`src/ctrl_params.svh`:
```
`ifndef CTRL_PARAMS_SVH
`define CTRL_PARAMS_SVH

////////////////////////////////////////////////////////////////////////////
// Settings bus map, word addresses

`define SR_MISC        32'd0      // Clock ctrl +0, LED sw +3, PHY +4, LED src +6
`define SR_TIME64      32'd10     // Secs +0, ticks +1, load cmd +2
`define SR_DIVSW       32'd180    // Two diversity switches

// LEDs 1..4 follow hardware out of reset
`define LED_SRC_RESET  8'h1E

////////////////////////////////////////////////////////////////////////////
// Identification and timing

// Bump when the register map changes in a way software can see
`define COMPAT_MAJOR   16'd8
`define COMPAT_MINOR   16'd2

`define TICKS_PER_SEC  32'd13000000   // dsp_clk rate

////////////////////////////////////////////////////////////////////////////
// Host bus regions, upper address nibble

`define RB_REGION      4'h5       // Readback words
`define SET_REGION     4'h7       // Settings writes

// Everything else on the host bus errors out



`endif

```
`src/ctrl_pkg.sv`:
```
package ctrl_pkg;

   // Host bus
   typedef logic [15:0] bus_addr_t;   // Byte address
   typedef logic [31:0] bus_data_t;

   // Settings bus
   typedef logic [7:0]  set_addr_t;   // Word address within settings region
   typedef logic [31:0] set_data_t;

   // VITA time as seconds and ticks within the second
   typedef struct packed {
      logic [31:0] secs;
      logic [31:0] ticks;
   } vita_time_s;

   // Same 64 bits seen as two readback words
   // w[1] holds seconds, w[0] holds ticks
   typedef union packed {
      vita_time_s       t;
      logic [1:0][31:0] w;
   } vita_time_u;

endpackage

```
`src/ctrl_core.sv`:
```
module ctrl_core (
   input  logic                dsp_clk,
   input  logic                por_rst,
   // Host bus
   input  ctrl_pkg::bus_addr_t bus_adr_i,
   input  ctrl_pkg::bus_data_t bus_dat_i,
   input  logic                bus_we_i,
   input  logic                bus_stb_i,
   output ctrl_pkg::bus_data_t bus_dat_o,
   output logic                bus_ack_o,
   output logic                bus_err_o,
   // Board inputs
   input  logic                pps_i,
   input  logic                clk_status_i,
   input  logic                button_i,
   // Control outputs
   output logic                clock_ready_o,
   output logic [1:0]          clk_en_o,
   output logic [1:0]          clk_sel_o,
   output logic                phy_resetn_o,
   output logic                divsw1_o,
   output logic                divsw2_o,
   output logic [7:0]          leds_o,
   output logic                pps_int_o
);
   import ctrl_pkg::*;

   logic       set_sel;
   logic       rb_sel;
   logic       set_ack;
   logic       rb_ack;
   bus_data_t  rb_dat;
   logic       set_stb;
   set_addr_t  set_addr;
   set_data_t  set_data;
   vita_time_u vita_time;
   vita_time_u vita_time_pps;
   logic       good_sync;

   ////////////////////////////////////////////////////////////////////////////
   // Host side

   host_bus_decoder u_decoder (
      .dsp_clk   (dsp_clk),
      .por_rst   (por_rst),
      .bus_adr_i (bus_adr_i),
      .bus_stb_i (bus_stb_i),
      .set_ack_i (set_ack),
      .rb_ack_i  (rb_ack),
      .rb_dat_i  (rb_dat),
      .set_sel_o (set_sel),
      .rb_sel_o  (rb_sel),
      .bus_dat_o (bus_dat_o),
      .bus_ack_o (bus_ack_o),
      .bus_err_o (bus_err_o)
   );

   settings_bus u_settings_bus (
      .dsp_clk    (dsp_clk),
      .por_rst    (por_rst),
      .bus_adr_i  (bus_adr_i),
      .bus_dat_i  (bus_dat_i),
      .bus_we_i   (bus_we_i),
      .set_sel_i  (set_sel),
      .set_ack_o  (set_ack),
      .set_stb_o  (set_stb),
      .set_addr_o (set_addr),
      .set_data_o (set_data)
   );

   readback_mux u_readback (
      .dsp_clk         (dsp_clk),
      .por_rst         (por_rst),
      .bus_adr_i       (bus_adr_i),
      .rb_sel_i        (rb_sel),
      .vita_time_i     (vita_time),
      .vita_time_pps_i (vita_time_pps),
      .good_sync_i     (good_sync),
      .clk_status_i    (clk_status_i),
      .button_i        (button_i),
      .rb_ack_o        (rb_ack),
      .rb_dat_o        (rb_dat)
   );

   ////////////////////////////////////////////////////////////////////////////
   // Settings consumers

   misc_setting_regs u_misc (
      .dsp_clk       (dsp_clk),
      .por_rst       (por_rst),
      .set_stb_i     (set_stb),
      .set_addr_i    (set_addr),
      .set_data_i    (set_data),
      .clk_status_i  (clk_status_i),
      .good_sync_i   (good_sync),
      .clock_ready_o (clock_ready_o),
      .clk_en_o      (clk_en_o),
      .clk_sel_o     (clk_sel_o),
      .phy_resetn_o  (phy_resetn_o),
      .divsw1_o      (divsw1_o),
      .divsw2_o      (divsw2_o),
      .leds_o        (leds_o)
   );

   vita_time_counter u_time (
      .dsp_clk         (dsp_clk),
      .por_rst         (por_rst),
      .set_stb_i       (set_stb),
      .set_addr_i      (set_addr),
      .set_data_i      (set_data),
      .pps_i           (pps_i),
      .vita_time_o     (vita_time),
      .vita_time_pps_o (vita_time_pps),
      .good_sync_o     (good_sync),
      .pps_int_o       (pps_int_o)
   );

endmodule

```
`src/host_bus_decoder.sv`:
```
`include "ctrl_params.svh"

module host_bus_decoder (
   input  logic                dsp_clk,
   input  logic                por_rst,
   input  ctrl_pkg::bus_addr_t bus_adr_i,
   input  logic                bus_stb_i,
   input  logic                set_ack_i,
   input  logic                rb_ack_i,
   input  ctrl_pkg::bus_data_t rb_dat_i,
   output logic                set_sel_o,
   output logic                rb_sel_o,
   output ctrl_pkg::bus_data_t bus_dat_o,
   output logic                bus_ack_o,
   output logic                bus_err_o
);

   logic [3:0] region;
   logic       set_hit;
   logic       rb_hit;
   logic       miss;

   assign region  = bus_adr_i[15:12];
   assign set_hit = (region == `SET_REGION);
   assign rb_hit  = (region == `RB_REGION);
   assign miss    = bus_stb_i & ~set_hit & ~rb_hit;

   // Slave selects, only while the host strobes
   assign set_sel_o = bus_stb_i & set_hit;
   assign rb_sel_o  = bus_stb_i & rb_hit;

   // Only one slave acks at a time
   assign bus_ack_o = set_ack_i | rb_ack_i;
   assign bus_dat_o = rb_ack_i ? rb_dat_i : '0;   // Settings region reads back 0

   ////////////////////////////////////////////////////////////////////////////
   // Unmapped access

   // One pulse per access, same slot as a normal ack.
   // The host drops its strobe once it has seen the error.
   always_ff @(posedge dsp_clk) begin
      if (por_rst) begin
         bus_err_o <= 1'b0;
      end else begin
         bus_err_o <= miss & ~bus_err_o;
      end
   end

endmodule

```
`src/misc_setting_regs.sv`:
```
`include "ctrl_params.svh"

module misc_setting_regs (
   input  logic                dsp_clk,
   input  logic                por_rst,
   input  logic                set_stb_i,
   input  ctrl_pkg::set_addr_t set_addr_i,
   input  ctrl_pkg::set_data_t set_data_i,
   input  logic                clk_status_i,
   input  logic                good_sync_i,
   output logic                clock_ready_o,
   output logic [1:0]          clk_en_o,
   output logic [1:0]          clk_sel_o,
   output logic                phy_resetn_o,
   output logic                divsw1_o,
   output logic                divsw2_o,
   output logic [7:0]          leds_o
);
   import ctrl_pkg::*;

   localparam set_addr_t ADDR_CLK     = set_addr_t'(`SR_MISC + 0);
   localparam set_addr_t ADDR_LED_SW  = set_addr_t'(`SR_MISC + 3);
   localparam set_addr_t ADDR_PHY     = set_addr_t'(`SR_MISC + 4);
   localparam set_addr_t ADDR_LED_SRC = set_addr_t'(`SR_MISC + 6);
   localparam set_addr_t ADDR_DIVSW1  = set_addr_t'(`SR_DIVSW + 0);
   localparam set_addr_t ADDR_DIVSW2  = set_addr_t'(`SR_DIVSW + 1);

   logic [4:0] clk_ctrl;    // {ready, en[1:0], sel[1:0]}
   logic       phy_reset;
   logic [7:0] led_sw;
   logic [7:0] led_src;     // 1 = hardware drives the LED
   logic [7:0] led_hw;

   ////////////////////////////////////////////////////////////////////////////
   // Setting registers

   always_ff @(posedge dsp_clk) begin
      if (por_rst) begin
         clk_ctrl  <= '0;
         phy_reset <= 1'b0;
         divsw1_o  <= 1'b1;
         divsw2_o  <= 1'b1;
         led_sw    <= '0;
         led_src   <= `LED_SRC_RESET;
      end else if (set_stb_i) begin
         case (set_addr_i)
            ADDR_CLK:     clk_ctrl  <= set_data_i[4:0];
            ADDR_LED_SW:  led_sw    <= set_data_i[7:0];
            ADDR_PHY:     phy_reset <= set_data_i[0];
            ADDR_LED_SRC: led_src   <= set_data_i[7:0];
            ADDR_DIVSW1:  divsw1_o  <= set_data_i[0];
            ADDR_DIVSW2:  divsw2_o  <= set_data_i[0];
            default: ;                            // Not ours
         endcase
      end
   end

   assign {clock_ready_o, clk_en_o, clk_sel_o} = clk_ctrl;

   // PHY reset pin is active low
   assign phy_resetn_o = ~phy_reset;

   ////////////////////////////////////////////////////////////////////////////
   // LED mux

   assign led_hw = {5'b0, good_sync_i, clk_status_i, 1'b0};

   // Per bit choice between hardware and software value
   assign leds_o = (led_src & led_hw) | (~led_src & led_sw);

endmodule

```
`src/readback_mux.sv`:
```
`include "ctrl_params.svh"

module readback_mux (
   input  logic                 dsp_clk,
   input  logic                 por_rst,
   input  ctrl_pkg::bus_addr_t  bus_adr_i,
   input  logic                 rb_sel_i,
   input  ctrl_pkg::vita_time_u vita_time_i,
   input  ctrl_pkg::vita_time_u vita_time_pps_i,
   input  logic                 good_sync_i,
   input  logic                 clk_status_i,
   input  logic                 button_i,
   output logic                 rb_ack_o,
   output ctrl_pkg::bus_data_t  rb_dat_o
);
   import ctrl_pkg::*;

   logic [3:0] word_sel;
   logic       take;
   bus_data_t  status_word;
   bus_data_t  word_mux;

   assign word_sel = bus_adr_i[5:2];
   assign take     = rb_sel_i & ~rb_ack_o;

   // Button at 13, clk_status at 11, good_sync at 10
   assign status_word = {18'b0, button_i, 1'b0, clk_status_i, good_sync_i, 10'b0};

   always_comb begin
      case (word_sel)
         4'd10:   word_mux = vita_time_i.w[1];        // Seconds
         4'd11:   word_mux = vita_time_i.w[0];        // Ticks
         4'd12:   word_mux = {`COMPAT_MAJOR, `COMPAT_MINOR};
         4'd13:   word_mux = status_word;
         4'd14:   word_mux = vita_time_pps_i.w[1];
         4'd15:   word_mux = vita_time_pps_i.w[0];
         default: word_mux = '0;
      endcase
   end

   always_ff @(posedge dsp_clk) begin
      if (por_rst) begin
         rb_ack_o <= 1'b0;
      end else begin
         rb_ack_o <= take;                        // One ack per access
      end
   end

   always_ff @(posedge dsp_clk) begin
      if (take)
         rb_dat_o <= word_mux;
   end

endmodule

```
`src/settings_bus.sv`:
```
module settings_bus (
   input  logic                dsp_clk,
   input  logic                por_rst,
   input  ctrl_pkg::bus_addr_t bus_adr_i,
   input  ctrl_pkg::bus_data_t bus_dat_i,
   input  logic                bus_we_i,
   input  logic                set_sel_i,
   output logic                set_ack_o,
   output logic                set_stb_o,
   output ctrl_pkg::set_addr_t set_addr_o,
   output ctrl_pkg::set_data_t set_data_o
);

   logic take;

   // First cycle of a settings access
   assign take = set_sel_i & ~set_ack_o;

   always_ff @(posedge dsp_clk) begin
      if (por_rst) begin
         set_ack_o <= 1'b0;
         set_stb_o <= 1'b0;
      end else begin
         set_ack_o <= take;               // Reads are acked too
         set_stb_o <= take & bus_we_i;    // Lines up with the ack
      end
   end

   // Byte address to word address
   always_ff @(posedge dsp_clk) begin
      if (take) begin
         set_addr_o <= bus_adr_i[9:2];
         set_data_o <= bus_dat_i;
      end
   end

endmodule

```
`src/vita_time_counter.sv`:
```
`include "ctrl_params.svh"

module vita_time_counter (
   input  logic                 dsp_clk,
   input  logic                 por_rst,
   input  logic                 set_stb_i,
   input  ctrl_pkg::set_addr_t  set_addr_i,
   input  ctrl_pkg::set_data_t  set_data_i,
   input  logic                 pps_i,
   output ctrl_pkg::vita_time_u vita_time_o,
   output ctrl_pkg::vita_time_u vita_time_pps_o,
   output logic                 good_sync_o,
   output logic                 pps_int_o
);
   import ctrl_pkg::*;

   localparam set_addr_t ADDR_SECS  = set_addr_t'(`SR_TIME64 + 0);
   localparam set_addr_t ADDR_TICKS = set_addr_t'(`SR_TIME64 + 1);
   localparam set_addr_t ADDR_LOAD  = set_addr_t'(`SR_TIME64 + 2);

   vita_time_u staged;      // Time to load, now or at PPS
   vita_time_u time_q;
   logic       load_armed;
   logic       load_cmd;
   logic       last_tick;
   logic       pps_s1;
   logic       pps_s2;
   logic       pps_d;
   logic       pps_edge;

   assign load_cmd  = set_stb_i & (set_addr_i == ADDR_LOAD);
   assign last_tick = (time_q.t.ticks == `TICKS_PER_SEC - 32'd1);

   always_ff @(posedge dsp_clk) begin
      if (set_stb_i && set_addr_i == ADDR_SECS)
         staged.t.secs <= set_data_i;
      if (set_stb_i && set_addr_i == ADDR_TICKS)
         staged.t.ticks <= set_data_i;
   end

   ////////////////////////////////////////////////////////////////////////////
   // PPS synchronizer and rising edge

   always_ff @(posedge dsp_clk) begin
      if (por_rst) begin
         pps_s1 <= 1'b0;
         pps_s2 <= 1'b0;
         pps_d  <= 1'b0;
      end else begin
         pps_s1 <= pps_i;
         pps_s2 <= pps_s1;
         pps_d  <= pps_s2;
      end
   end

   assign pps_edge = pps_s2 & ~pps_d;

   ////////////////////////////////////////////////////////////////////////////
   // Time counter

   always_ff @(posedge dsp_clk) begin
      if (por_rst) begin
         time_q          <= '0;
         vita_time_pps_o <= '0;
         load_armed      <= 1'b0;
         good_sync_o     <= 1'b0;
         pps_int_o       <= 1'b0;
      end else begin
         pps_int_o <= pps_edge;

         if (last_tick) begin
            time_q.t.ticks <= '0;
            time_q.t.secs  <= time_q.t.secs + 32'd1;
         end else begin
            time_q.t.ticks <= time_q.t.ticks + 32'd1;
         end

         if (pps_edge) begin
            vita_time_pps_o <= time_q;         // Time before any load
            if (load_armed) begin
               time_q      <= staged;
               load_armed  <= 1'b0;
               good_sync_o <= 1'b1;
            end
         end

         // Command from software wins over the PPS path
         if (load_cmd) begin
            if (set_data_i[0]) begin
               time_q      <= staged;          // Immediate, no PPS alignment
               load_armed  <= 1'b0;
               good_sync_o <= 1'b0;
            end else begin
               load_armed  <= 1'b1;
            end
         end
      end
   end

   assign vita_time_o = time_q;

endmodule
```
`config.mk`:
```
export PLATFORM = sky130hd
export DESIGN_NAME = ctrl_core
export DESIGN_NICKNAME = d
export VERILOG_FILES = /design/src/ctrl_pkg.sv /design/src/ctrl_core.sv /design/src/host_bus_decoder.sv /design/src/misc_setting_regs.sv /design/src/readback_mux.sv /design/src/settings_bus.sv /design/src/vita_time_counter.sv
export VERILOG_INCLUDE_DIRS = /design/src
export SDC_FILE = /design/constraint.sdc
export NUM_CORES = 1
export LEC_CHECK = 0
export BUFFER_PORTS_ARGS = -buffer_cell sky130_fd_sc_hd__buf_4
export CAP_MARGIN = 20
export CORE_MARGIN = 3
export CORE_UTILIZATION = 56
export CTS_BUF_LIST = sky130_fd_sc_hd__clkbuf_2 sky130_fd_sc_hd__clkbuf_4 sky130_fd_sc_hd__clkbuf_8
export DETAILED_ROUTE_END_ITERATION = 12
export HOLD_SLACK_MARGIN = 0.15
export PLACE_DENSITY = 0.79
export SLEW_MARGIN = 5
export SYNTH_ARGS = -nofsm -noshare
export SYNTH_HDL_FRONTEND = slang
export SYNTH_SLANG_ARGS = --single-unit
```
`constraint.sdc`:
```
create_clock -name dsp_clk -period 5.05 [get_ports dsp_clk]
set_input_delay 0.7575 -clock dsp_clk [delete_from_list [all_inputs] [get_ports dsp_clk]]
set_output_delay 0.7575 -clock dsp_clk [all_outputs]
set_load 0.03 [all_outputs]
```
After elaboration in Yosys (flattened, before gate mapping). Cells that the tools add are included. W data, S select, Z words.

Register bits: 298. Output and inout port bits: 51. Logic and storage cells: 89.

Add/sub/neg operators: 2. Equality and inequality tests: 17. Multiplexer cells: 15. Bitwise logic cells: 22. Reductions and logical operators: 10.

Operators with widths (count): $mux W64 (4); $pmux W32 S6 (1); $mux W32 (3); $add A32 B1 Y32 const B (2); $eq A32 B24 Y1 const B (1); $eq A4 B4 Y1 const B (6); $eq A8 B4 Y1 const B (3); $eq A8 B3 Y1 const B (2); $eq A8 B8 Y1 const B (2); $reduce_and A2 Y1 (6); $and A1 B1 Y1 (10); $and A8 B3 Y8 (1); $and A8 B8 Y8 (1); $eq A4 B3 Y1 const B (2); $eq A8 B2 Y1 const B (1); $logic_not A8 Y1 (1); $not A8 Y8 (1); $or A8 B8 Y8 (1); $mux W1 (7); $not A1 Y1 (7); $logic_and A1 B1 Y1 (2); $reduce_bool A2 Y1 (1); $or A1 B1 Y1 (1).

Longest topological paths before layout.
Depth in word-level cells: 6. Depth in mapped cells: 9.

Hierarchy. Synthesis repeated with hierarchy kept, for this count alone.

Cells, all modules: 1211. Area, all modules: 12771.0 sq um.

Modules (own cells, without submodules): vita_time_counter (instances 1, cells each 843, area an instance 8076.5 sq um, seq. area each 4604.4 sq um); readback_mux (instances 1, cells each 164, area an instance 1976.9 sq um, seq. area each 980.9 sq um); settings_bus (instances 1, cells each 45, area an instance 1270.0 sq um, seq. area each 1241.2 sq um); misc_setting_regs (instances 1, cells each 117, area an instance 1141.1 sq um, seq. area each 480.5 sq um); host_bus_decoder (instances 1, cells each 42, area an instance 306.5 sq um, seq. area each 20.0 sq um).

Worst setup path after synthesis. No wires, ideal clock.

Path kind: reg2reg. Start point: register u_settings_bus.set_addr_o[5]. End point: register u_time.staged[0] (netlist bit) (enable). Data arrival time: 4272 ps. Setup slack: 265 ps. Stages on the path, launching flop included: 4. Path buffers: 0. Period minus slack after synthesis: 4785 ps. Cells stage by stage: edfxtp_1 > nor4_1 > nand2_1 > nor4b_1.

Longest elaborated chain between the ends: 2.

Ends and longest elaborated chain: start, declared (RTL line settings_bus.sv:10) `output ctrl_pkg::set_addr_t set_addr_o,`; start signal, assigned (RTL line settings_bus.sv:32) `set_addr_o <= bus_adr_i[9:2];`; $eq A8 B4 Y1 (RTL line vita_time_counter.sv:37) `if (set_stb_i && set_addr_i == ADDR_TICKS)`; $logic_and A1 B1 Y1 (RTL line vita_time_counter.sv:37); end, declared (RTL line vita_time_counter.sv:21) `vita_time_u staged;`.

Every way passes these cells. A chain may end at the register's enable or synchronous reset.

Final worst setup path.
Start point: register u_time.time_q (netlist bit u_time.vita_time_o[26]). End point: register u_time.time_q (netlist bit u_time.vita_time_o[48]).

Longest elaborated chain between the ends: 6.

Ends and longest elaborated chain: start, declared (RTL line vita_time_counter.sv:22) `vita_time_u time_q;`; start signal, assigned (RTL line vita_time_counter.sv:81) `time_q <= staged;`; start signal, assigned (RTL line vita_time_counter.sv:90) `time_q <= staged;`; $eq A32 B24 Y1 * (RTL line vita_time_counter.sv:32) `` assign last_tick = (time_q.t.ticks == `TICKS_PER_SEC - 32'd1); ``; $mux W32 * (RTL line vita_time_counter.sv:71) `if (last_tick) begin`; $mux W64 (RTL line vita_time_counter.sv:80) `if (load_armed) begin`; $mux W64 * (RTL line vita_time_counter.sv:78) `if (pps_edge) begin`; $mux W64 (RTL line vita_time_counter.sv:89) `if (set_data_i[0]) begin`; $mux W64 * (RTL line vita_time_counter.sv:88) `if (load_cmd) begin`.

Mark *: on every way between the ends. The rest lies on a longest branch, timed or not.

==> impl_metrics.json <==
{
  "cts_resized": 0,
  "hold_ws_ns": 0.382,
  "core_area_um2": 21400,
  "slew_headroom": 0.293,
  "grt_first_pass_wirelength_um": 45500,
  "fp.dieH_um": 155,
  "cts_tree": "built",
  "drv_slew": 0,
  "clock_path_buffers": 3,
  "grt_max_degree": 76,
  "place.detailed.instances": 1490,
  "layout.cells.most_common": "nand2_1",
  "critPathCaptureType": "flop",
  "synth_top_family_by_area": "simple AND/OR/NAND/NOR gates",
  "syn2layout_area_growth_pct": 15.4,
  "place_hpwl_um": 18900,
  "ctsRootBufferMaster": "clkbuf_8",
  "start_kind": "flop",
  "clock_latency_ns": 0.55,
  "ys_types": 50,
  "skew_ns": 0.0217,
  "totalWireLength_um": 28500,
  "nNetsFinal": 1324,
  "synth_warnings": 0,
  "setup_viol": 0,
  "gp_congestion": 0.953,
  "drive_above_1_share": 0.166,
  "synth_area_um2": 12400,
  "power_density_nw_per_um2": 330,
  "num_rows": 53,
  "synth-compound-area-share": 0.0992,
  "cts.reportedPaths.clkPinSlew_ns": 0.06,
  "synth_edf_count": 136,
  "rsz0062_at_grt": "no",
  "cp.required_ns": 5.50,
  "synth-seq-cells": 298,
  "period_share": 0.609,
  "arrival_ns": 3.53,
  "fin_util": 0.668,
  "antenna_found_initial": 0,
  "initial_utilization": 0.579,
  "ys.flop_type": "dfxtp_1",
  "status": "finished clean",
  "fillers": 1717,
  "yosys.area_share.adder": 0.00202,
  "synth_fp_nets": 1246,
  "drc": 0,
  "instances_no_fill": 1578,
  "async_flop_share": 0,
  "via_per_inst": 5.90,
  "maxCapViolations": 0,
  "hold_violations": 0,
  "fin_tns_setup_ns": 0,
  "crit_type": "flop to flop",
  "cts.sinks": 298,
  "leakage_nw": 5.09,
  "fin_crit_ns": 3.07,
  "synth-simple-area-share": 0.221,
  "dieArea_um2": 23900,
  "cp_max_fo": 15,
  "numCtsBuffers": 46,
  "cts_hold_buf": 0,
  "timing.fmax_mhz": 325,
  "synth_area_per_cell_um2": 10.4,
  "wire_per_inst_um": 18.1,
  "numPortBuffers": 101,
  "pin_count": 106,
  "synth.mux.area_fraction": 0.0246,
  "place_area_um2": 13300,
  "vias": 9316,
  "worst_pin_slew_ns": 1.05,
  "drt_iter0_markers": 1051,
  "hold_path.class": "input port to flop",
  "synthCells": 1189,
  "dr.pass1.iters": 7,
  "irDropWorstVdd_uv": 282,
  "htreeDepth": 2,
  "cts_setup_buffers": 0,
  "drt.antenna.violating_nets": 0,
  "grt_use_total": 0.235,
  "grt_pass1_vias": 8682,
  "dieWidth_um": 155,
  "synth_xor_area_frac": 0.0291,
  "grt_overflow_total": 0,
  "layout_common_cells": "228 x nand2_1, 162 x dfxtp_1, 136 x edfxtp_1",
  "stdcell_area_um2": 14300,
  "ys_seq_area_frac": 0.593
}
## cells by family after synthesis
group | count (synthesis)
AOI/OAI and AO/OA | 174
xor gates and xnor gates | 41
adders and majority gates | 2
buffers and inverters | 99
DFF | 298
muxes | 30
and+or+nand+nor | 545
## layer usage
metal / track usage / up-vias / part of all wire
met1: 0.350 / 4361 / 0.43
met4: 0.0622 / 0 / 0.019
met5: 0 / - / 0
met2: 0.351 / 419 / 0.45
li1: - / 4483 / -
met3: 0.0504 / 53 / 0.096
## final cells by class
type	instances	area, µm²	share of cell area
Sequential cell	298	7330	0.514
Multi-Input combinational cell	792	4700	0.330
Timing Repair Buffer	121	907	0.0636
Clock buffer	71	840	0.0589
Tap cell	275	344	0.0241
Clock inverter	12	105	0.00737
Inverter	8	30.0	0.00211
Antenna cell	1	2.50	0.000175
## synth_stat cells, drive strengths merged (5+ instances only)
master   count  area (µm²)
nor4        31         209
buf         15        70.1
mux2i       27         270
xor2        18         158
nor2b       16         100
a211oi      22         165
and3        12        75.1
clkbuf      76         285
nand3       47         235
nor3        13        65.1
xnor2       23         201
nor4b       15         153
a21oi       71         355
a31oi        9        56.3
dfxtp      162        3240
or3         11        68.8
and2        43         269
a222oi      32         320
nor2        66         248
nand2      228         856
nand4       26         163
nand2b       8        50.1
inv          8        30.0
edfxtp     136        4080
o2bb2ai     17         149
a311oi       5        43.8
and4        13         114
## where the power goes
group	switching (mW)	leakage [nW]	internal, mW
Combinational	0.0794	2.05	0.0493
Sequential	0.0224	2.54	2.53
Clock	0.873	0.503	1.16
## sequential cells by signal (all words and copies together), names as in the netlist, 5 cells and up
| register | cells |
|---|---|
| u_time.staged | 64 |
| u_time.vita_time_o | 64 |
| u_time.vita_time_pps_o | 64 |
| u_misc.clk_ctrl | 5 |
| u_settings_bus.set_data_o | 32 |
| u_misc.led_sw | 8 |
| u_settings_bus.set_addr_o | 8 |
| u_misc.led_src | 8 |
| u_readback.rb_dat_o | 32 |
## stage by stage
step                      setup WS (ns)  power (mW)
after global routing               1.76        4.87
after CTS                          1.91        4.74
final                              1.98        4.71
after detailed placement           1.93        2.73
after floorplan                   0.265        2.67
after global placement             1.99        2.73
## critical path, stage by stage (launching register included)
cell      delay (ns)
dfxtp_1         0.41
nor4_1          0.56
nand3_1         0.45
or3_1           0.73
or4_1           0.56
a311oi_1        0.26
## worst paths after layout
path	slack, ns	depth (start not counted)	end	start
hold reg to reg	0.43	1	u_decoder.bus_err_o	u_decoder.bus_err_o
hold / removal	0.38	1	u_settings_bus.set_addr_o[5]	bus_adr_i[7]
setup reg to reg	1.98	5	u_time.vita_time_o[48]	u_time.vita_time_o[26]
setup / recovery	1.98	5	u_time.vita_time_o[48]	u_time.vita_time_o[26]
Note: power is estimated with default switching activity, not from simulation.
